$ cat config.mk
export PLATFORM = sky130hd
export DESIGN_NAME = reg_status_file
export DESIGN_NICKNAME = d
export VERILOG_FILES = /design/src/rtl/ooo_pkg.sv /design/src/rtl/reg_status_file.sv
export VERILOG_INCLUDE_DIRS = /design/src /design/src/rtl
export SDC_FILE = /design/constraint.sdc
export NUM_CORES = 2
export LEC_CHECK = 0
export BUFFER_PORTS_ARGS = -buffer_cell sky130_fd_sc_hd__buf_4
export CAP_MARGIN = 10
export CORE_AREA = 3 3 306 338
export DETAILED_ROUTE_END_ITERATION = 10
export DIE_AREA = 0 0 309 341
export PLACE_DENSITY_LB_ADDON = 0.25
export SLEW_MARGIN = 0
export SYNTH_ARGS = -nofsm -noshare
export SYNTH_HDL_FRONTEND = slang
export SYNTH_SLANG_ARGS = --single-unit
$ cat constraint.sdc
create_clock -name clk -period 7.3 [get_ports clk]
set_clock_uncertainty 0.2 [all_clocks]
set_input_delay 2.19 -clock clk [delete_from_list [all_inputs] [get_ports clk]]
set_output_delay 2.19 -clock clk [all_outputs]
set_load 0.02 [all_outputs]
$ cat src/rtl/ooo_consts.svh
`ifndef OOO_CONSTS_SVH
`define OOO_CONSTS_SVH

// Live ROB entries, tags 1 to 7
`define ROB_ENTRIES 7

// Tag 0 marks a ready operand
`define TAG_W 3

// Decoded op for an empty slot
`define OP_NONE 4'd0

`endif

$ cat src/rtl/ooo_pkg.sv
`include "ooo_consts.svh"

package ooo_pkg;

    typedef enum logic [3:0] {
        OP_NOP  = `OP_NONE,
        OP_ADD,
        OP_SUB,
        OP_AND,
        OP_OR,
        OP_XOR,
        OP_SLT,
        OP_ADDI,
        OP_LUI,
        OP_BEQ,
        OP_BNE
    } alu_op_e;

    typedef logic [`TAG_W-1:0] rob_tag_t;

    // R view also serves branches
    typedef struct packed {
        logic [6:0] funct7;
        logic [4:0] rs2;
        logic [4:0] rs1;
        logic [2:0] funct3;
        logic [4:0] rd;
        logic [6:0] opcode;
    } insn_r_t;

    typedef struct packed {
        logic [11:0] imm12;
        logic [4:0]  rs1;
        logic [2:0]  funct3;
        logic [4:0]  rd;
        logic [6:0]  opcode;
    } insn_i_t;

    typedef struct packed {
        logic [19:0] imm20;
        logic [4:0]  rd;
        logic [6:0]  opcode;
    } insn_u_t;

    typedef union packed {
        insn_r_t r;
        insn_i_t i;
        insn_u_t u;
    } insn_word_u;

    typedef struct packed {
        alu_op_e     op;
        logic [4:0]  rd;
        logic [4:0]  rs1;
        logic [4:0]  rs2;
        logic [31:0] imm;
        logic        uses_imm;
    } decoded_insn_t;

endpackage

$ cat src/rtl/reg_status_file.sv
`timescale 1ns/1ns

module reg_status_file (
    input  logic              clk,
    input  logic              rst,
    input  logic [4:0]        rd_num1,
    input  logic [4:0]        rd_num2,
    output logic [31:0]       rf_val1,
    output logic [31:0]       rf_val2,
    output ooo_pkg::rob_tag_t rf_tag1,
    output ooo_pkg::rob_tag_t rf_tag2,
    input  logic              rename_valid,
    input  logic [4:0]        rename_rd,
    input  ooo_pkg::rob_tag_t rename_tag,
    input  logic              retire_valid,
    input  logic [4:0]        retire_rd,
    input  ooo_pkg::rob_tag_t retire_tag,
    input  logic [31:0]       retire_value
);
    import ooo_pkg::*;

    logic [31:0] regs [32];
    rob_tag_t    pend [32];
    logic        retire_wr;

    assign retire_wr = retire_valid && retire_rd != 5'd0;

    // The retiring entry is already freed in the ROB, so bypass it
    function automatic void read_port(input logic [4:0] num,
                                      output logic [31:0] val, output rob_tag_t tag);
        val = regs[num];
        tag = pend[num];
        if (num == 5'd0) begin
            val = '0;
            tag = '0;
        end else if (retire_wr && retire_rd == num && pend[num] == retire_tag) begin
            val = retire_value;
            tag = '0;
        end
    endfunction

    always_comb begin
        read_port(rd_num1, rf_val1, rf_tag1);
        read_port(rd_num2, rf_val2, rf_tag2);
    end

    always_ff @(posedge clk) begin
        if (!rst) begin
            for (int i = 0; i < 32; i++) begin
                pend[i] <= '0;
            end
        end else begin
            if (retire_wr && pend[retire_rd] == retire_tag) begin
                pend[retire_rd] <= '0;
            end
            // Newer rename wins
            if (rename_valid) begin
                pend[rename_rd] <= rename_tag;
            end
        end
    end

    always_ff @(posedge clk) begin
        if (retire_wr) begin
            regs[retire_rd] <= retire_value;
        end
    end

    a_x0_never_pending: assert property (@(posedge clk) disable iff (!rst)
        pend[0] == '0);

endmodule

==> results.cfg <==
[floorplanning]
start_util_pct = 54.8
core_um2 = 100000
die_h_um = 341
rows = 122
die_area_um2 = 105000
num_io_pins = 132
dieWidth_um = 309

[hold_path]
hold_class = input port to register
holdPathStages = 1

[worst_setup_path]
crit_type = input port to primary output
worstPathCellList = buf_6 > buf_6 > mux2i_2 > a22oi_1 > nor4b_2 > a41o_1 > or3_4 > a211oi_4 > buf_6 > buf_12 > buf_4 > mux2i_4 > buf_6
worstSetupEndpointType = primary output
reg2reg_depth = 6
cp_max_fo = 7
crit_cells = 13
cp.arrival_ns = 4.87
ff2ff_setup_slack_ns = 3.51
cpLargestDelayFamily = buffers and inverters
worst_ep_required_time_ns = 4.91
cpMostUsedCell = buf_6
path_buf_inv = 6
slowest_delay_ns = 0.37
crit_slowest_cell = or3_4
startpoint_type = input port

[cts]
path_clk_slew_ns = 0.06
holdBufCountCts = 0
clkLatencyLatePin_ns = 0.71
cts_tree = yes
cts_htree_levels = 3
cts.path.max_buffers = 3
numCtsBuffers = 110
clkSinkCount = 1120
root_buffer = clkbuf_16

[pwr]
pwr-share-seq_pct = 48.3
power_switching_w = 0.00353
power.density_nw_per_um2 = 236
p_int_w = 0.0115
ir_worst_vdd_uv = 242
power_frac_clock_pct = 40.2
p_comb_share_pct = 11.4
switching_share_pct = 23.5
p_leak_nw = 20.5

[cells_and_area]
layout_commonest_cell = edfxtp_1
final_cell_mix = 1120 x edfxtp_1, 683 x mux4_2, 260 x buf_4
drive_above_1_share_pct = 42.6
final_cell_count_no_fill = 4420
nFillCells = 6753
register_area_um2 = 33600
final_nets = 3081
area_delta_synth_final_pct = 15.5
multi_input_area_um2 = 21100

[detailed_routing]
routedWlPerCell_um = 37.7
dr_total_vias = 32200
drtIter0Drc = 4906
vias_per_cell = 7.28
drc = 0
drt-pass1-iter-count = 6
ant_nets = 0
routed_wl_mm = 167

[synthesis]
synth_top_area_share_pct = 61.1
ys_ff_latch = 1120
syn_area_um2 = 55100
synth_edf_count = 1120
yosys-top-cells-area = edfxtp_1 61%, mux4_2 28%, mux2i_1 2.2%
yosysSeqAreaShare_pct = 61.1
synthCells = 2768
synth_ff_type = edfxtp_1
yosys_warnings = 0
synth.distinct_cells = 55
post-synth-top-area-cell = edfxtp_1
avgSynthCellArea_um2 = 19.9
async_reset_ff_share_pct = 0

[sta]
tns_ns = 0
setup_viol = 0
fin_crit_ns = 7.26
fin_crit_sh_pct = 99.4
worst_slack_ns = 0.0427
hold_viol = 0
clock.fmax_mhz = 138
tightest_slew_ns = 1.32
rsz0062_at_grt = true
maxSlewHeadroom_pct = 12.0
finalMaxSlewViolations = 0

[placement]
dp.cells = 4193
hpwl_mm = 101
place_congestion = 0.957
place_ws_ns = -0.496
io_buffers = 131

[grt]
grt_usage_pct = 32.0
grt.overflow.total = 0
grt_pass1_wl_mm = 238
first_global_vias = 33300
antenna_found_initial = 6
grt_max_degree = 118

[outcome]
status = finished, final reports clean

[flow_run]
cap_violations = 0
==> metal layers <==
| metal | track usage, % | vias to the layer above | share of wire (%) | wire length [um] |
|---|---|---|---|---|
| li1 | - | 12400 | - | - |
| met1 | 43.7 | 17100 | 36 | 59800 |
| met4 | 13.0 | 4 | 4.5 | 7460 |
| met5 | 0 | - | 0.014 | 24 |
| met2 | 51.0 | 2263 | 49 | 81500 |
| met3 | 6.55 | 400 | 11 | 17900 |
==> timing repair <==
| action | CTS | global route |
|---|---|---|
| pin swaps | 3 | 11 |
| gates cloned | 3 | 5 |
| setup buffers | 4 | 4 |
| endpoints found under the setup margin | 37 | 62 |
| resized for setup | 53 | 58 |
==> registers in the layout, summed over array words and instances, names as in the netlist <==
register	count
pend	96
regs	1024
==> area by class of cell <==
class,instances,share of cell area (%)
Clock inverter,81,1.55
Inverter,3,0.0177
Multi-Input combinational cell,1443,33.1
Sequential cell,1120,52.9
Timing Repair Buffer,341,5.42
Antenna cell,4,0.0157
Tap cell,1302,2.56
Clock buffer,126,4.49
==> kinds of logic (layout without fill, tap and decap cells) <==
group | after synthesis | count (layout) | share of synthesized area [%]
compound gates | 122 | 122 | 1.73
xor+xnor | 16 | 16 | 0.254
buf+inv | 236 | 551 | 2.08
flops | 1120 | 1120 | 61.1
mux | 841 | 841 | 30.9
other cells | 1 | 36 | 0.00681
simple gates | 432 | 432 | 3.97
==> Yosys cell counts (2+ instances only) <==
cell type and n:
edfxtp_1 1120, mux4_2 683, nand2_1 130, mux2i_1 123, and2_1 98, clkbuf_1 91, buf_2 85, nor2_1 80
nand2b_1 37, mux2_2 34, o211ai_1 32, buf_1 31, o221ai_1 31, a22oi_1 30, nand3_1 17, nor2b_1 17
buf_4 14, nand4_1 13, nor3_1 10, buf_6 9, xnor2_1 8, xor2_1 8, a211oi_1 6, a21oi_1 6
nand3b_1 6, and3_1 5, or3_1 4, and3b_1 3, buf_8 3, inv_1 3, nor3b_1 3, o21ai_0 3
o31ai_1 2, or3b_2 2
==> metrics by stage <==
step | hold slack [ns] | util, % | instance area (um2) | power [W]
after floorplan | 1.19 | - | 55200 | 0.00836
after global placement | 1.73 | 58.7 | 58900 | 0.00901
after detailed placement | 1.74 | 58.7 | 58900 | 0.00904
after CTS | 1.66 | 62.9 | 63200 | 0.0150
after global routing | 1.69 | 63.4 | 63600 | 0.0154
final | 1.70 | 63.4 | 63600 | 0.0150
==> path summary, 6_finish.rpt <==
check	start	end
max reg2reg	pend[0][2]$_SDFFCE_PN0P_	pend[11][2]$_SDFFCE_PN0P_
min reg2reg	pend[6][2]$_SDFFCE_PN0P_	pend[28][0]$_SDFFCE_PN0P_
max	rd_num1[2]	rf_val1[20]
min	retire_value[5]	regs[29][5]$_DFFE_PP_
==> power by group through the flow <==
stage	registers (W)	logic [W]	clock network [W]
after floorplan	0.00737	0.000991	0
after global placement	0.00739	0.00163	0
after detailed placement	0.00740	0.00165	0
after CTS	0.00726	0.00168	0.00610
after global routing	0.00727	0.00179	0.00637
final	0.00726	0.00172	0.00605
No activity file was read; power rests on OpenSTA's default activity.
