$ cat src/rtl/ooo_consts.svh
`ifndef OOO_CONSTS_SVH
`define OOO_CONSTS_SVH

// Live ROB entries, tags 1 to 7
`define ROB_ENTRIES 7

// Tag 0 marks a ready operand
`define TAG_W 3

// Decoded op for an empty slot
`define OP_NONE 4'd0

`endif

$ cat src/rtl/ooo_pkg.sv
`include "ooo_consts.svh"

package ooo_pkg;

    typedef enum logic [3:0] {
        OP_NOP  = `OP_NONE,
        OP_ADD,
        OP_SUB,
        OP_AND,
        OP_OR,
        OP_XOR,
        OP_SLT,
        OP_ADDI,
        OP_LUI,
        OP_BEQ,
        OP_BNE
    } alu_op_e;

    typedef logic [`TAG_W-1:0] rob_tag_t;

    // R view also serves branches
    typedef struct packed {
        logic [6:0] funct7;
        logic [4:0] rs2;
        logic [4:0] rs1;
        logic [2:0] funct3;
        logic [4:0] rd;
        logic [6:0] opcode;
    } insn_r_t;

    typedef struct packed {
        logic [11:0] imm12;
        logic [4:0]  rs1;
        logic [2:0]  funct3;
        logic [4:0]  rd;
        logic [6:0]  opcode;
    } insn_i_t;

    typedef struct packed {
        logic [19:0] imm20;
        logic [4:0]  rd;
        logic [6:0]  opcode;
    } insn_u_t;

    typedef union packed {
        insn_r_t r;
        insn_i_t i;
        insn_u_t u;
    } insn_word_u;

    typedef struct packed {
        alu_op_e     op;
        logic [4:0]  rd;
        logic [4:0]  rs1;
        logic [4:0]  rs2;
        logic [31:0] imm;
        logic        uses_imm;
    } decoded_insn_t;

endpackage

$ cat src/rtl/issue_if.sv
`timescale 1ns/1ns

interface issue_if;
    import ooo_pkg::*;

    logic        valid;
    alu_op_e     op;
    rob_tag_t    tag;
    logic [31:0] val1;
    logic [31:0] val2;
    // Waiting tags, 0 when the value is present
    rob_tag_t    q1;
    rob_tag_t    q2;

    modport rob (
        output valid, op, tag, val1, val2, q1, q2
    );

    modport exec (
        input valid, op, tag, val1, val2, q1, q2
    );
endinterface

$ cat src/rtl/cdb_if.sv
`timescale 1ns/1ns

interface cdb_if;
    import ooo_pkg::*;

    logic        valid;
    rob_tag_t    tag;
    logic [31:0] value;
    logic        is_branch;
    logic        taken;

    modport drive (
        output valid, tag, value, is_branch, taken
    );

    modport snoop (
        input valid, tag, value, is_branch, taken
    );
endinterface

$ cat src/rtl/reorder_buffer.sv
`timescale 1ns/1ns
`include "ooo_consts.svh"

module reorder_buffer (
    input  logic                   clk,
    input  logic                   rst,
    input  ooo_pkg::decoded_insn_t dec,
    output logic [4:0]             rd_num1,
    output logic [4:0]             rd_num2,
    input  logic [31:0]            rf_val1,
    input  logic [31:0]            rf_val2,
    input  ooo_pkg::rob_tag_t      rf_tag1,
    input  ooo_pkg::rob_tag_t      rf_tag2,
    output logic                   rename_valid,
    output logic [4:0]             rename_rd,
    output ooo_pkg::rob_tag_t      rename_tag,
    output logic                   retire_valid,
    output logic [4:0]             retire_rd,
    output ooo_pkg::rob_tag_t      retire_tag,
    output logic [31:0]            retire_value,
    output logic                   retire_branch,
    output logic                   retire_taken,
    issue_if.rob                   issue,
    cdb_if.snoop                   cdb
);
    import ooo_pkg::*;

    alu_op_e           e_op    [1:`ROB_ENTRIES];
    logic [4:0]        e_rd    [1:`ROB_ENTRIES];
    logic [31:0]       e_value [1:`ROB_ENTRIES];
    logic              e_taken [1:`ROB_ENTRIES];
    logic              e_busy  [1:`ROB_ENTRIES];
    logic              e_done  [1:`ROB_ENTRIES];
    rob_tag_t          head;
    rob_tag_t          tail;
    logic [`TAG_W-1:0] count;
    logic              alloc;
    logic              alloc_done;
    logic              retire;
    rob_tag_t          q1;
    rob_tag_t          q2;
    logic [31:0]       v1;
    logic [31:0]       v2;

    function automatic rob_tag_t next_tag(input rob_tag_t t);
        return (t == rob_tag_t'(`ROB_ENTRIES)) ? rob_tag_t'(1) : t + 1'b1;
    endfunction

    // Register file, then finished entry, then this cycle's broadcast
    function automatic void resolve(input rob_tag_t tag_in, input logic [31:0] rf_val,
                                    output rob_tag_t tag_out, output logic [31:0] val_out);
        tag_out = tag_in;
        val_out = rf_val;
        if (tag_in != '0) begin
            if (e_done[tag_in]) begin
                tag_out = '0;
                val_out = e_value[tag_in];
            end else if (cdb.valid && cdb.tag == tag_in) begin
                tag_out = '0;
                val_out = cdb.value;
            end else begin
                val_out = '0;
            end
        end
    endfunction

    assign alloc        = dec.op != alu_op_e'(`OP_NONE);
    assign retire       = e_busy[head] && e_done[head];
    assign rd_num1      = dec.rs1;
    assign rd_num2      = dec.rs2;
    assign rename_valid = alloc && dec.rd != 5'd0;
    assign rename_rd    = dec.rd;
    assign rename_tag   = tail;

    always_comb begin
        resolve(rf_tag1, rf_val1, q1, v1);
        resolve(rf_tag2, rf_val2, q2, v2);
        if (dec.uses_imm) begin
            q2 = '0;
            v2 = dec.imm;
        end
    end

    // LUI and ready ADDI finish here and skip the execute stage
    assign alloc_done = dec.op == OP_LUI || (dec.op == OP_ADDI && q1 == '0);

    always_ff @(posedge clk) begin
        if (!rst) begin
            head         <= rob_tag_t'(1);
            tail         <= rob_tag_t'(1);
            count        <= '0;
            retire_valid <= 1'b0;
            issue.valid  <= 1'b0;
            for (int i = 1; i <= `ROB_ENTRIES; i++) begin
                e_busy[i] <= 1'b0;
                e_done[i] <= 1'b0;
            end
        end else begin
            if (cdb.valid) begin
                e_done[cdb.tag] <= 1'b1;
            end
            if (retire) begin
                e_busy[head] <= 1'b0;
                e_done[head] <= 1'b0;
                head         <= next_tag(head);
            end
            if (alloc) begin
                e_busy[tail] <= 1'b1;
                e_done[tail] <= alloc_done;
                tail         <= next_tag(tail);
            end
            case ({alloc, retire})
                2'b10:   count <= count + 1'b1;
                2'b01:   count <= count - 1'b1;
                default: ;
            endcase
            retire_valid <= retire;
            issue.valid  <= alloc && !alloc_done;
        end
    end

    always_ff @(posedge clk) begin
        if (cdb.valid) begin
            e_value[cdb.tag] <= cdb.value;
            e_taken[cdb.tag] <= cdb.is_branch && cdb.taken;
        end
        if (alloc) begin
            e_op[tail]    <= dec.op;
            e_rd[tail]    <= dec.rd;
            e_value[tail] <= (dec.op == OP_LUI) ? dec.imm : v1 + dec.imm;
            e_taken[tail] <= 1'b0;
        end
        issue.op   <= dec.op;
        issue.tag  <= tail;
        issue.val1 <= v1;
        issue.val2 <= v2;
        issue.q1   <= q1;
        issue.q2   <= q2;
        if (retire) begin
            retire_rd     <= e_rd[head];
            retire_tag    <= head;
            retire_value  <= e_value[head];
            retire_branch <= e_op[head] inside {OP_BEQ, OP_BNE};
            retire_taken  <= e_taken[head];
        end
    end

    // Sender credits keep the buffer from overflowing
    a_no_overflow: assert property (@(posedge clk) disable iff (!rst)
        alloc |-> count != `ROB_ENTRIES);

    a_cdb_live_tag: assert property (@(posedge clk) disable iff (!rst)
        cdb.valid |-> e_busy[cdb.tag]);

endmodule

$ cat src/flat_wrapper.sv
// flat-port wrapper written by rule: the top's interface ports become plain ports
module reorder_buffer_flat import ooo_pkg::*;
  (clk, rst, dec, rd_num1, rd_num2, rf_val1, rf_val2, rf_tag1, rf_tag2, rename_valid, rename_rd, rename_tag, retire_valid, retire_rd, retire_tag, retire_value, retire_branch, retire_taken, issue_valid, issue_op, issue_tag, issue_val1, issue_val2, issue_q1, issue_q2, cdb_valid, cdb_tag, cdb_value, cdb_is_branch, cdb_taken);
  issue_if issue_i ();
  cdb_if cdb_i ();
  input  logic clk;
  input  logic rst;
  input  ooo_pkg::decoded_insn_t dec;
  output logic [4:0] rd_num1;
  output logic [4:0] rd_num2;
  input  logic [31:0] rf_val1;
  input  logic [31:0] rf_val2;
  input  ooo_pkg::rob_tag_t rf_tag1;
  input  ooo_pkg::rob_tag_t rf_tag2;
  output logic rename_valid;
  output logic [4:0] rename_rd;
  output ooo_pkg::rob_tag_t rename_tag;
  output logic retire_valid;
  output logic [4:0] retire_rd;
  output ooo_pkg::rob_tag_t retire_tag;
  output logic [31:0] retire_value;
  output logic retire_branch;
  output logic retire_taken;
  output wire logic [$bits(issue_i.valid)-1:0] issue_valid;
  output wire logic [$bits(issue_i.op)-1:0] issue_op;
  output wire logic [$bits(issue_i.tag)-1:0] issue_tag;
  output wire logic [$bits(issue_i.val1)-1:0] issue_val1;
  output wire logic [$bits(issue_i.val2)-1:0] issue_val2;
  output wire logic [$bits(issue_i.q1)-1:0] issue_q1;
  output wire logic [$bits(issue_i.q2)-1:0] issue_q2;
  input wire logic [$bits(cdb_i.valid)-1:0] cdb_valid;
  input wire logic [$bits(cdb_i.tag)-1:0] cdb_tag;
  input wire logic [$bits(cdb_i.value)-1:0] cdb_value;
  input wire logic [$bits(cdb_i.is_branch)-1:0] cdb_is_branch;
  input wire logic [$bits(cdb_i.taken)-1:0] cdb_taken;
  assign issue_valid = issue_i.valid;
  assign issue_op = issue_i.op;
  assign issue_tag = issue_i.tag;
  assign issue_val1 = issue_i.val1;
  assign issue_val2 = issue_i.val2;
  assign issue_q1 = issue_i.q1;
  assign issue_q2 = issue_i.q2;
  assign cdb_i.valid = cdb_valid;
  assign cdb_i.tag = cdb_tag;
  assign cdb_i.value = cdb_value;
  assign cdb_i.is_branch = cdb_is_branch;
  assign cdb_i.taken = cdb_taken;
  reorder_buffer u_core (.clk(clk), .rst(rst), .dec(dec), .rd_num1(rd_num1), .rd_num2(rd_num2), .rf_val1(rf_val1), .rf_val2(rf_val2), .rf_tag1(rf_tag1), .rf_tag2(rf_tag2), .rename_valid(rename_valid), .rename_rd(rename_rd), .rename_tag(rename_tag), .retire_valid(retire_valid), .retire_rd(retire_rd), .retire_tag(retire_tag), .retire_value(retire_value), .retire_branch(retire_branch), .retire_taken(retire_taken), .issue(issue_i), .cdb(cdb_i));
endmodule
$ cat config.mk
export PLATFORM = sky130hd
export DESIGN_NAME = reorder_buffer_flat
export DESIGN_NICKNAME = d
export VERILOG_FILES = /design/src/rtl/ooo_pkg.sv /design/src/rtl/issue_if.sv /design/src/rtl/cdb_if.sv /design/src/rtl/reorder_buffer.sv /design/src/flat_wrapper.sv
export VERILOG_INCLUDE_DIRS = /design/src /design/src/rtl
export SDC_FILE = /design/constraint.sdc
export NUM_CORES = 1
export LEC_CHECK = 0
export BUFFER_PORTS_ARGS = -buffer_cell sky130_fd_sc_hd__buf_2
export CORE_UTILIZATION = 25
export DETAILED_ROUTE_END_ITERATION = 7
export PLACE_DENSITY = 0.52
export SYNTH_ARGS = -nofsm -noshare
export SYNTH_HDL_FRONTEND = slang
export SYNTH_SLANG_ARGS = --single-unit
$ cat constraint.sdc
create_clock -name clk -period 8.4 [get_ports clk]
set_clock_uncertainty 0.15 [all_clocks]
set_input_delay 1.26 -clock clk [delete_from_list [all_inputs] [get_ports clk]]
set_output_delay 1.26 -clock clk [all_outputs]
set_load 0.01 [all_outputs]
==> results.cfg <==
[clocking]
clock_latency_ns = 0.64
root_buffer = clkbuf_16
cts_setup_buffers = 0
path_clk_slew_ns = 0.07
cts_hold_buffers = 0
cts_buffers = 49
cts-resized-gates = 0
cts_buffer_depth = 3
cts_max_level = 2
cts_tree = done
cts.sinks = 440

[drt]
detail-route-antenna-nets = 0
first_pass_iters = 5
routed_via_density = 5.32
wl_um = 102000
vias = 21300
drc = 0
drtIter0Drc = 2270
wire_per_inst_um = 25.5

[floorplan]
die_w_um = 319
ios = 302
start_util = 0.252
core-area_mm2 = 0.100
die_h_um = 319
rows = 116
dieArea_mm2 = 0.102

[power_and_ir_drop]
p_per_area_mw_per_mm2 = 220
power.clock.fraction = 0.359
power_frac_seq = 0.421
power.switching_uw = 2080
intPower_uw = 4400
vdd_drop_max_mv = 0.176
p_comb_frac = 0.220
p_leak_uw = 0.0110
swShare = 0.321

[worst_setup_path]
worstPathCellList = buf_2 -> mux4_2 -> mux2i_4 -> buf_12 -> nor2_1 -> a31oi_1 -> a21oi_1 -> ha_1 -> a21oi_1 -> nand2_1 -> a221o_1 -> nand3b_1 -> o211ai_2 -> a21oi_1 -> o31a_1 -> o31ai_2 -> mux2_2
slowest_delay_ns = 0.62
end_kind = flop
crit_path_top_delay_cell = mux4_2
cp_max_fo = 52
reg2reg_depth = 16
startpoint_type = input port
cp.required_ns = 8.73
crit_arrival_ns = 6.68
cp_common_cell = a21oi_1
cp.depth = 17
crit_family = compound AO/OA/AOI/OAI gates
critical_path_buf_inv_count = 2
path_class = in -> reg

[synthesis]
yosys-top-cells-count = nand2_1 (342), edfxtp_1 (329), o21ai_0 (274)
synth_edf_count = 329
synthTopCellsByArea = edfxtp_1 (39%), dfxtp_1 (8.8%), mux4_2 (7.8%)
synth.distinct_cells = 71
yosys.area.top_type = edfxtp_1
avgSynthCellArea_um2 = 9.99
synth_top_area_share = 0.392
synth-seq-cells = 440
postSynth.asyncResetShare = 0
synthCells = 2520
synth_nets = 2718
yosysSeqAreaShare = 0.481
yosysMostFrequentCell = nand2_1
ys_warn_count = 0
synth_ff_type = edfxtp_1
synth_area_mm2 = 0.0252

[sta]
period_minus_slack_ns = 6.34
worstMarginPinSlew_ns = 1.38
slew_headroom = 0.0687
rsz0062_at_grt = no
hold_slack_ns = 0.309
post-route-period-util = 0.755
hold_viol = 0
setup_violations = 0
fmax_mhz = 158
slew_viol_final = 0
fin_tns_setup_ns = 0

[global_route]
grt_use_total = 0.194
grt_pass1_wl_um = 146000
grt_start_max_net_pins = 77
antenna_found_initial = 13
gr-total-overflow = 0
grt_pass1_vias = 20000

[placed_design]
io_buffers = 281
dp_hpwl_um = 67300
place_congestion = 0.865

[run_status]
outcome = finished, final reports clean

[finish]
utilization = 0.294
fin_nets = 2850
layout-drive-gt1-share = 0.209
nFillCells = 10300
areaGrowthSynthToFinish_pct = 16.9

[hold_path]
holdPathStages = 2
hp-class = reg -> reg

[flow_run]
drv_cap = 0
[cell type report]
type	count	area (um2)	area share
Clock buffer	54	1270	0.0433
Antenna cell	4	10.0	0.000340
Timing Repair Buffer	327	1800	0.0611
Clock inverter	38	422	0.0143
Multi-Input combinational cell	1808	12100	0.411
Tap cell	1298	1620	0.0552
Sequential cell	440	12100	0.411
Inverter	26	97.6	0.00332
[layout by cell type (no fill, tap or decap), drive strengths merged, types with 15 or more instances in the layout]
cell type / instances
mux2: 32
nor2b: 15
a211oi: 104
buf: 327
o21ai: 311
mux4: 87
dfxtp: 111
xnor2: 16
edfxtp: 329
nand2: 342
mux2i: 131
nand3: 27
inv: 22
nor2: 221
a21oi: 240
ha: 35
clkbuf: 54
clkinv: 30
a31oi: 39
[stage by stage]
| step | total power, uW | worst slack [ns] | instances | instance area, um2 |
|---|---|---|---|---|
| floorplan | 3600 | 2.73 | 2520 | 25200 |
| global placement | 4170 | 1.60 | 3899 | 27700 |
| detailed placement | 4180 | 1.55 | 3899 | 27700 |
| CTS | 6490 | 2.19 | 3991 | 29400 |
| global route | 6720 | 1.84 | 3991 | 29400 |
| finish | 6480 | 2.06 | 3995 | 29400 |
[final timing paths]
path	start	to	slack (ns)
min reg2reg	u_core.e_busy[6]	u_core.e_busy[6]	0.31
max reg2reg	u_core.e_done[7]	u_core.e_value[6][30]	2.83
min	u_core.e_busy[6]	u_core.e_busy[6]	0.31
max	rf_tag1[2]	u_core.e_value[6][30]	2.06
[sequential cells by signal (all words and copies together) (netlist names), 4 cells and up, named ones only]
register and count:
u_core.e_busy 8, u_core.e_done 8, u_core.issue.val2 32, u_core.issue.op 4
u_core.retire_rd 5, u_core.e_op 28, u_core.e_taken 7, u_core.e_value 224
u_core.issue.val1 32, u_core.retire_value 32, u_core.e_rd 35
[power groups by stage]
stage	combinational [uW]	sequential, uW	clock, uW
floorplan	852	2750	0
global placement	1400	2770	0
detailed placement	1410	2770	0
CTS	1410	2720	2360
global route	1540	2750	2440
finish	1430	2730	2320
[cell families (layout without fill, tap and decap cells)]
group,Yosys count,in the layout,share of synthesized area
adder cells (fa/ha/maj),36,36,0.0182
other,0,4,0
AO/OA/AOI/OAI,796,796,0.186
AND/OR/NAND/NOR,698,698,0.117
XOR/XNOR,28,28,0.00974
multiplexers,250,250,0.145
buffers and inverters,272,445,0.0436
flip-flops,440,440,0.481
[layer usage]
metal | up-vias | track usage | wire length, um
met5 | - | 0 | 49
met3 | 142 | 0.0384 | 9500
met2 | 1086 | 0.305 | 45900
met1 | 10400 | 0.271 | 44300
li1 | 9637 | - | -
met4 | 8 | 0.0483 | 2290
[worst register-to-register path, cell delays in order (launching register included)]
cell and delay [ns]:
dfxtp_1 0.38, mux4_2 0.55, mux2i_4 0.51, buf_12 0.35, nor2_1 0.11, a31oi_1 0.29
a21oi_1 0.15, ha_1 0.39, a21oi_1 0.31, nand2_1 0.10, a221o_1 0.41, nand3b_1 0.21
o211ai_2 0.27, a21oi_1 0.15, o31a_1 0.27, o31ai_2 0.53, mux2_2 0.28
(Power assumes the default switching activity.)
