===== src/rtl/ooo_consts.svh =====
`ifndef OOO_CONSTS_SVH
`define OOO_CONSTS_SVH

// Live ROB entries, tags 1 to 7
`define ROB_ENTRIES 7

// Tag 0 marks a ready operand
`define TAG_W 3

// Decoded op for an empty slot
`define OP_NONE 4'd0

`endif


===== src/rtl/ooo_pkg.sv =====
`include "ooo_consts.svh"

package ooo_pkg;

    typedef enum logic [3:0] {
        OP_NOP  = `OP_NONE,
        OP_ADD,
        OP_SUB,
        OP_AND,
        OP_OR,
        OP_XOR,
        OP_SLT,
        OP_ADDI,
        OP_LUI,
        OP_BEQ,
        OP_BNE
    } alu_op_e;

    typedef logic [`TAG_W-1:0] rob_tag_t;

    // R view also serves branches
    typedef struct packed {
        logic [6:0] funct7;
        logic [4:0] rs2;
        logic [4:0] rs1;
        logic [2:0] funct3;
        logic [4:0] rd;
        logic [6:0] opcode;
    } insn_r_t;

    typedef struct packed {
        logic [11:0] imm12;
        logic [4:0]  rs1;
        logic [2:0]  funct3;
        logic [4:0]  rd;
        logic [6:0]  opcode;
    } insn_i_t;

    typedef struct packed {
        logic [19:0] imm20;
        logic [4:0]  rd;
        logic [6:0]  opcode;
    } insn_u_t;

    typedef union packed {
        insn_r_t r;
        insn_i_t i;
        insn_u_t u;
    } insn_word_u;

    typedef struct packed {
        alu_op_e     op;
        logic [4:0]  rd;
        logic [4:0]  rs1;
        logic [4:0]  rs2;
        logic [31:0] imm;
        logic        uses_imm;
    } decoded_insn_t;

endpackage


===== src/rtl/insn_decode.sv =====
`timescale 1ns/1ns
`include "ooo_consts.svh"

module insn_decode (
    input  logic                   clk,
    input  logic                   rst,
    input  logic                   insn_valid,
    input  ooo_pkg::insn_word_u    insn,
    output ooo_pkg::decoded_insn_t dec
);
    import ooo_pkg::*;

    localparam logic [6:0] OPC_R   = 7'b0110011;
    localparam logic [6:0] OPC_I   = 7'b0010011;
    localparam logic [6:0] OPC_LUI = 7'b0110111;
    localparam logic [6:0] OPC_BR  = 7'b1100011;

    decoded_insn_t nxt;

    always_comb begin
        nxt    = '0;
        nxt.op = alu_op_e'(`OP_NONE);
        if (insn_valid) begin
            case (insn.r.opcode)
                OPC_R: begin
                    nxt.rd  = insn.r.rd;
                    nxt.rs1 = insn.r.rs1;
                    nxt.rs2 = insn.r.rs2;
                    case ({insn.r.funct7, insn.r.funct3})
                        {7'h00, 3'b000}: nxt.op = OP_ADD;
                        {7'h20, 3'b000}: nxt.op = OP_SUB;
                        {7'h00, 3'b111}: nxt.op = OP_AND;
                        {7'h00, 3'b110}: nxt.op = OP_OR;
                        {7'h00, 3'b100}: nxt.op = OP_XOR;
                        {7'h00, 3'b010}: nxt.op = OP_SLT;
                        default: ;
                    endcase
                end
                OPC_I: begin
                    if (insn.i.funct3 == 3'b000) begin
                        nxt.op       = OP_ADDI;
                        nxt.rd       = insn.i.rd;
                        nxt.rs1      = insn.i.rs1;
                        nxt.imm      = {{20{insn.i.imm12[11]}}, insn.i.imm12};
                        nxt.uses_imm = 1'b1;
                    end
                end
                OPC_LUI: begin
                    nxt.op       = OP_LUI;
                    nxt.rd       = insn.u.rd;
                    nxt.imm      = {insn.u.imm20, 12'b0};
                    nxt.uses_imm = 1'b1;
                end
                OPC_BR: begin
                    // rd bits hold the offset, so rd stays 0
                    nxt.rs1 = insn.r.rs1;
                    nxt.rs2 = insn.r.rs2;
                    if (insn.r.funct3 == 3'b000) begin
                        nxt.op = OP_BEQ;
                    end else if (insn.r.funct3 == 3'b001) begin
                        nxt.op = OP_BNE;
                    end
                end
                default: ;
            endcase
        end
    end

    always_ff @(posedge clk) begin
        if (!rst) begin
            dec.op <= alu_op_e'(`OP_NONE);
        end else begin
            dec <= nxt;
        end
    end

    a_branch_no_rd: assert property (@(posedge clk) disable iff (!rst)
        insn_valid && insn.r.opcode == OPC_BR |=> dec.rd == 5'd0);

endmodule


===== config.mk =====
export PLATFORM = sky130hd
export DESIGN_NAME = insn_decode
export DESIGN_NICKNAME = d
export VERILOG_FILES = /design/src/rtl/ooo_pkg.sv /design/src/rtl/insn_decode.sv
export VERILOG_INCLUDE_DIRS = /design/src /design/src/rtl
export SDC_FILE = /design/constraint.sdc
export NUM_CORES = 1
export LEC_CHECK = 0
export BUFFER_PORTS_ARGS = -buffer_cell sky130_fd_sc_hd__buf_2
export CORE_ASPECT_RATIO = 1.4
export CORE_MARGIN = 2
export CORE_UTILIZATION = 35
export CTS_CLUSTER_DIAMETER = 150
export DETAILED_ROUTE_END_ITERATION = 7
export PLACE_DENSITY_LB_ADDON = 0.2
export SLEW_MARGIN = 0
export SYNTH_ARGS = -nofsm -noshare
export SYNTH_HDL_FRONTEND = slang
export SYNTH_SLANG_ARGS = --single-unit

===== constraint.sdc =====
create_clock -name clk -period 1.35 [get_ports clk]
set_input_delay 0.27 -clock clk [delete_from_list [all_inputs] [get_ports clk]]
set_output_delay 0.27 -clock clk [all_outputs]
set_load 0.005 [all_outputs]

==> results of run 1 <==
==> kinds of logic (layout without fill, tap and decap cells) <==
| logic type | after synthesis | after routing | share of synthesized area [%] |
|---|---|---|---|
| flops | 52 | 52 | 68.1 |
| xor+xnor | 2 | 2 | 0.784 |
| compound gates | 33 | 33 | 8.01 |
| simple gates | 78 | 78 | 19.1 |
| buf+inv | 15 | 122 | 3.98 |
==> final cells by class <==
class,count,area [um2]
fill,609,3240
sequential,52,1520
multi-input combinational,113,629
timing repair buffer,107,613
tap,72,90.1
clock buffer,5,68.8
inverter,7,26.3
clock inverter,3,18.8
==> power by group <==
group	total [mW]	internal, mW	switching [mW]	leakage [nW]
combinational	0.294	0.141	0.152	0.702
clock	0.879	0.359	0.520	0.0378
sequential	1.85	1.83	0.0197	0.488
total	3.02	2.33	0.692	1.23
==> cell usage in the layout (no fill, tap or decap), drive strengths merged, types with 3 or more instances in the layout <==
cell	synthesis	layout
o21ai	3	3
a21oi	25	25
nor2	10	10
nor2b	3	3
dfxtp	4	4
and3	9	9
edfxtp	48	48
buf	6	107
nand2	23	23
nand4	3	3
clkbuf	2	5
inv	7	7
and2	12	12
nor3	7	7
==> how the worst min path moves through the flow <==
stage	end	slack [ns]	depth (start not counted)	startpoint
2_1_floorplan	dec[0]	0.38	0	rst
3_3_place_gp	dec[46]	0.55	2	insn[10]
3_5_place_dp	dec[47]	0.55	2	insn[11]
4_1_cts	dec[47]	0.23	2	insn[11]
5_1_grt	dec[45]	0.22	2	insn[9]
6_report	dec[43]	0.23	2	insn[7]
==> stage by stage <==
stage	instance area (um2)	cells	worst slack (ns)
4_1_cts	2970	359	0.0525
3_5_place_dp	2880	351	-0.271
3_3_place_gp	2880	351	-0.179
6_report	2970	359	0.0618
5_1_grt	2970	359	0.00233
2_1_floorplan	2240	180	-0.00854
==> routing by layer <==
metal / vias to the layer above / routed length, um / GRT usage [%]
met5: - / 0 / 0
met4: 0 / 65 / 6.10
met3: 7 / 396 / 3.78
met2: 76 / 2680 / 27.3
met1: 811 / 2050 / 17.0
li1: 864 / - / -
==> run metrics, run 1 <==
Final Hold Violating Endpoints 0; IO buf count 86; Slew Viols, Final 0; most common cell in the synthesized netlist edfxtp_1; area leader, netlist edfxtp_1; vias in the first global route 1776; Ports 87; CTS resizes 0; Setup crit start kind primary input; Critical Path Max Stage Delay 0.33 ns; Site Rows 34; Avg Vias per Cell 4.90; period utilization 95.4%; max reg flops 52; post-synthesis net count 215; Yosys top cell area share 64.5%; overall power 3.02 mW; Buf/Inv on CP 1; delay-heaviest family, CP simple AND/OR/NAND/NOR gates; status completed; die width around 72 um; Max Clock Freq 0.776 GHz; Static Leakage 1.23 nW; Final TNS setup 0 ns; Crit. path cell count 5; WS Path Type primary input to flip-flop; Area Overhead vs Synth 32.9%; Mapped Cells 180; worst hold path type primary input to flip-flop; biggest regs dec (52); VDD IR max just under 0.4 mV; Worst Setup EP dec[31]; routed len/inst 14.4 um; Final ANT Viol Nets 0; RSZ-0062 raised after global routing false; clk sinks 52; Setup crit start insn[3]; CP arrival roughly 1.4 ns; clock buffer depth 2; DIE HEIGHT about 99 um; drt drc 0; max-cap viol count 0; prevailing post-synth register cell edfxtp_1; fraction of registers with async set/reset 0%; Final HPWL DP 3.97 mm; final setup violation count 0; total grt overflow 0; die area just over 0.007 mm2; Crit Path Max Fanout 20; WHS 0.235 ns; worst path required time 1.49 ns; core footprint 0.00621 mm2; synth warn 0; Synth Cell Area 0.00223 mm2; total CTS buffers 5; GRT Total Usage between 10% and 20%; CTS tree yes; number of post-CTS setup repair buffers 0; initial antenna violation count 0; first drt pass iteration count 4; Biggest register dec; Post-CTS Hold Buffers 0; share of layout cells above drive strength 1 41.1%; Post-synth top cells edfxtp_1 (48), a21oi_1 (25), nand2_1 (22), and2_1 (12), nor2_1 (10); final net count around 320; Max transition margin between 70% and 80%; power per cell area 1020 mW/mm2; sum of routed wire length over all layers 5.19 mm; FF+latch count, synth 52; Tmin final 1.29 ns; RePlAce Congestion 0.804; Worst Setup End Kind flip-flop; Vias about 1800; Worst-path clk slew 0.10 ns; synth top area cells edfxtp_1 (65%), a21oi_1 (5.6%), nand2_1 (3.7%); Post-synth EDFFs 48; # H-tree levels 2; Seq/Total Area, Yosys 68.1%; wire length of the first global-routing pass 8.21 mm; largest net degree at the start of global routing 36; initial drt markers 97; Synth cell types 30; Critical Path Slowest Stage Cell and4b_1; Initial Utilization around 36%; clock root cell clkbuf_8; Core Util, Final 47.8%; antenna diode count 0; worst slew pin tran slightly below 0.4 ns; critical-path cell list buf_2 > and4bb_4 > and4b_1 > nand2_4 > a21oi_1; mean post-synth cell area between 10 and 15 um2
No activity file was read; power rests on OpenSTA's default activity.
==> run 2: changes to the inputs <==
--- a/config.mk
+++ b/config.mk
@@ -6,7 +6,7 @@
 export SDC_FILE = /design/constraint.sdc
 export NUM_CORES = 1
 export LEC_CHECK = 0
-export BUFFER_PORTS_ARGS = -buffer_cell sky130_fd_sc_hd__buf_2
+export BUFFER_PORTS_ARGS = -buffer_cell sky130_fd_sc_hd__clkbuf_2
 export CORE_ASPECT_RATIO = 1.4
 export CORE_MARGIN = 2
 export CORE_UTILIZATION = 35
==> run metrics, run 2 (same netlist as run 1, synthesis figures left out) <==
Place WS -0.194 ns (was -0.271 ns); DIE HEIGHT 98.5 um (unchanged); Post-CTS Hold Buffers 0 (unchanged); Initial Utilization 36.0% (unchanged); final setup violation count 0 (unchanged); power per cell area 1010 mW/mm2 (was 1020 mW/mm2); clk sinks 52 (unchanged); most frequent cells in the layout clkbuf_2 (86), edfxtp_1 (48), a21oi_1 (25), buf_4 (25), nand2_1 (22) (was buf_2 (86), edfxtp_1 (48), a21oi_1 (25)); worst hold path type primary input to flip-flop (unchanged); status completed (unchanged); Biggest register dec (unchanged); total grt overflow 0 (unchanged); RePlAce Congestion 0.818 (was 0.804); placed cells 356 (was 351); Slew Viols, Final 0 (unchanged); WHS 0.234 ns (was 0.235 ns); max reg flops 52 (unchanged); RSZ-0062 raised after global routing false (unchanged); Vias 1752 (was 1758); Crit Path Max Fanout 20 (unchanged); wire length of the first global-routing pass 8.11 mm (was 8.21 mm); initial antenna violation count 0 (unchanged); final net count 326 (was 321); fill count 606 (was 609); IO buf count 86 (unchanged); CP arrival 1.34 ns (was 1.43 ns); largest net degree at the start of global routing 36 (unchanged); biggest regs dec (52) (unchanged); Area Overhead vs Synth 34.0% (was 32.9%); share of layout cells above drive strength 1 42.5% (was 41.1%); number of post-CTS setup repair buffers 0 (unchanged); core footprint 0.00621 mm2 (unchanged); Site Rows 34 (unchanged); sum of routed wire length over all layers 5.08 mm (was 5.19 mm); Max Clock Freq 0.838 GHz (was 0.776 GHz); Tmin final 1.19 ns (was 1.29 ns); overall power 3.01 mW (was 3.02 mW); period utilization 88.4% (was 95.4%); worst slew pin tran 0.354 ns (was 0.386 ns); vias in the first global route 1795 (was 1776); placed cell area 0.00291 mm2 (was 0.00288 mm2); VDD IR max 0.419 mV (was 0.384 mV); Final ANT Viol Nets 0 (unchanged); first drt pass iteration count 4 (unchanged); Final TNS setup 0 ns (unchanged); Setup crit start kind primary input (unchanged); # H-tree levels 2 (unchanged); antenna diode count 0 (unchanged); CTS tree yes (unchanged); commonest non-fill, non-tap cell in the layout clkbuf_2 (was buf_2); Core Util, Final 48.2% (was 47.8%); Final Hold Violating Endpoints 0 (unchanged); Final HPWL DP 4.00 mm (was 3.97 mm); die area 0.00704 mm2 (unchanged); worst path required time 1.49 ns (about the same); Max transition margin 76.4% (was 74.0%); WS Path Type primary input to flip-flop (unchanged); Worst Setup End Kind flip-flop (unchanged); Avg Vias per Cell 4.81 (was 4.90); drt drc 0 (unchanged); GRT Total Usage 14.8% (was 15.2%); clock buffer depth 2 (unchanged); max-cap viol count 0 (unchanged); initial drt markers 78 (was 97); Static Leakage 1.27 nW (was 1.23 nW); Setup WS post-layout 0.156 ns (was 0.0618 ns); die width 71.5 um (unchanged); routed len/inst 13.9 um (was 14.4 um); Worst-path clk slew 0.09 ns (was 0.10 ns); cell area after layout 0.00299 mm2 (was 0.00297 mm2); total CTS buffers 5 (unchanged); clock root cell clkbuf_8 (unchanged); Final Non-Filler Cells 364 (was 359); Ports 87 (unchanged)
[run 2: critical path, cell delays in order]
cell and delay, ns:
clkbuf_2 0.08, and4bb_4 0.32, and4b_1 0.30, nand2_4 0.18, a21oi_1 0.19
[run 2: timing repair]
item,in CTS,in global routing
hold endpoints to repair,0,0
resized for setup,0,1
setup endpoints to repair,0,3
[run 2: final timing paths]
check	end	depth (start not counted)	slack, ns	start
worst max-delay path	dec[16]	5	0.16	insn[3]
worst min-delay path	dec[46]	2	0.23	insn[10]
[run 2: where the power goes]
group | switching [mW] | leakage [nW] | internal, mW
Sequential | 0.0224 | 0.488 | 1.83
Combinational | 0.151 | 0.737 | 0.147
Clock | 0.499 | 0.0412 | 0.363
[run 2: layout make-up]
class                           count  area, um2  share of cell area [%]
Inverter                            7       26.3                   0.878
Clock buffer                        6       72.6                    2.42
Clock inverter                      2       12.5                   0.418
Timing Repair Buffer              112        638                    21.3
Sequential cell                    52       1520                    50.8
Tap cell                           72       90.1                    3.01
Multi-Input combinational cell    113        632                    21.1
[run 2: routing by layer]
layer | share of wire [%] | GRT usage (%) | up-vias
met1 | 40 | 17.0 | 806
li1 | - | - | 872
met4 | 1.6 | 4.79 | 0
met2 | 51 | 26.4 | 66
met5 | 0 | 0 | -
met3 | 6.9 | 3.78 | 8
==> run 3: changes to the inputs <==
--- a/config.mk
+++ b/config.mk
@@ -9,7 +9,7 @@
 export BUFFER_PORTS_ARGS = -buffer_cell sky130_fd_sc_hd__clkbuf_2
 export CORE_ASPECT_RATIO = 1.4
 export CORE_MARGIN = 2
-export CORE_UTILIZATION = 35
+export CORE_UTILIZATION = 43
 export CTS_CLUSTER_DIAMETER = 150
 export DETAILED_ROUTE_END_ITERATION = 7
 export PLACE_DENSITY_LB_ADDON = 0.2
==> run metrics, run 3 (same netlist as run 1, synthesis figures left out) <==
period utilization 87.0% (was 88.4%); Worst-path clk slew 0.09 ns (about the same); Crit Path Max Fanout 20 (unchanged); RePlAce Congestion 0.877 (was 0.818); Initial Utilization 44.0% (was 36.0%); max-cap viol count 0 (unchanged); Setup crit start kind primary input (unchanged); Final Hold Violating Endpoints 0 (unchanged); logic gate share of total power 9.5% (was 9.9%); share of layout cells above drive strength 1 41.1% (was 42.5%); initial drt markers 75 (was 78); final setup violation count 0 (unchanged); worst slew pin tran 0.389 ns (was 0.354 ns); footprint of the multi-input gates 631 um2 (was 632 um2); WHS 0.239 ns (was 0.234 ns); Tmin final 1.18 ns (was 1.19 ns); final net count 319 (was 326); IO buf count 86 (unchanged); CP arrival 1.33 ns (was 1.34 ns); Slew Viols, Final 0 (unchanged); core footprint 0.00508 mm2 (was 0.00621 mm2); most frequent cells in the layout clkbuf_2 (86), edfxtp_1 (48), a21oi_1 (25) (was clkbuf_2 (86), edfxtp_1 (48), a21oi_1 (25), buf_4 (25), nand2_1 (22)); WS Path Type primary input to flip-flop (unchanged); commonest non-fill, non-tap cell in the layout clkbuf_2 (unchanged); total CTS buffers 5 (unchanged); die area 0.00579 mm2 (was 0.00704 mm2); Static Leakage 1.23 nW (was 1.27 nW); vias in the first global route 1603 (was 1795); Area Overhead vs Synth 32.0% (was 34.0%); switching share of power 22.1% (was 22.4%); Clk pwr share 28.9% (was 28.7%); Site Rows 31 (was 34); drt drc 0 (unchanged); RSZ-0062 raised after global routing false (unchanged); antenna diode count 0 (unchanged); Worst Hold Endpoint dec[44] (was dec[46]); Worst Setup End Kind flip-flop (unchanged); clock root cell clkbuf_8 (unchanged); sum of routed wire length over all layers 4.68 mm (was 5.08 mm); max reg flops 52 (unchanged); die width 64.9 um (was 71.5 um); Ports 87 (unchanged); largest net degree at the start of global routing 31 (was 36); total grt overflow 0 (unchanged); hold_sp insn[8] (was insn[10]); fill count 463 (was 606); register area 0.00152 mm2 (unchanged); # H-tree levels 2 (unchanged); DIE HEIGHT 89.3 um (was 98.5 um); GRT Total Usage 16.7% (was 14.8%); clock buffer depth 2 (unchanged); VDD IR max 0.462 mV (was 0.419 mV); wire length of the first global-routing pass 7.25 mm (was 8.11 mm); power per cell area 1020 mW/mm2 (was 1010 mW/mm2); clk sinks 52 (unchanged); NetSw 0.664 mW (was 0.673 mW); CTS tree yes (unchanged); first drt pass iteration count 4 (unchanged); Core Util, Final 58.0% (was 48.2%); initial antenna violation count 0 (unchanged); worst hold path type primary input to flip-flop (unchanged); Pint 2.33 mW (was 2.34 mW); routed len/inst 13.3 um (was 13.9 um); Max transition margin 74.1% (was 76.4%); worst path required time 1.51 ns (was 1.49 ns); Final HPWL DP 3.60 mm (was 4.00 mm); Max Clock Freq 0.851 GHz (was 0.838 GHz); biggest regs dec (52) (unchanged); status completed (unchanged); Vias 1706 (was 1752); Biggest register dec (unchanged); Avg Vias per Cell 4.86 (was 4.81); hold path cells 2 (unchanged); Final ANT Viol Nets 0 (unchanged); Sequential Power Share 61.7% (was 61.4%)
## run 3: changes by cell type in the layout (fill, tap and decap cells not counted), sizes merged
cell	delta
buf	-7
## run 3: worst max-delay path by stage
stage	to	slack (ns)	startpoint
2_1_floorplan	dec[23]	-0.009	insn[3]
3_3_place_gp	dec[15]	-0.19	insn[4]
3_5_place_dp	dec[30]	-0.20	insn[4]
4_1_cts	dec[30]	0.12	insn[4]
5_1_grt	dec[30]	0.03	insn[4]
6_report	dec[23]	0.17	insn[4]
## run 3: power by group through the flow
stage	Clock, mW	Sequential (mW)	Combinational [mW]
after floorplan	0	1.90	0.0578
after global placement	0	1.89	0.286
after detailed placement	0	1.89	0.286
after CTS	0.885	1.85	0.286
after global routing	0.959	1.86	0.314
final	0.865	1.85	0.283
## run 3: metrics by stage
stage               cells  TNS [ns]  setup slack, ns  instance area (um2)  total power, mW
floorplan             180    -0.160         -0.00854                 2240             1.95
global placement      343     -5.91           -0.190                 2860             2.17
detailed placement    343     -6.21           -0.202                 2860             2.17
CTS                   351         0            0.122                 2950             3.02
global route          351         0           0.0321                 2950             3.13
finish                351         0            0.175                 2950             3.00
## run 3: per-layer routing
metal | GRT usage (%) | part of all wire, %
met1 | 20.1 | 39
met5 | 0 | 0
met3 | 3.15 | 5.9
met2 | 29.0 | 52
met4 | 8.32 | 2.3
## run 3: timing repair
item / CTS / global route
setup endpoints to repair: 0 / 7
gates resized for setup: 0 / 1
buffers inserted: 0 / 0
hold buffers: 0 / 0
## run 3: critical path: stages
cell and delay, ns:
clkbuf_2 0.11, nor2b_1 0.25, and4b_2 0.34, nand2_4 0.17
a21oi_1 0.18
## run 3: layout make-up
type	count	share of cell area, %
clock buffers	6	2.46
clock inverters	2	0.552
inverters	7	0.891
multi-input cells	113	21.4
flip-flops and latches	52	51.6
well taps	66	2.80
repair buffers	105	20.3
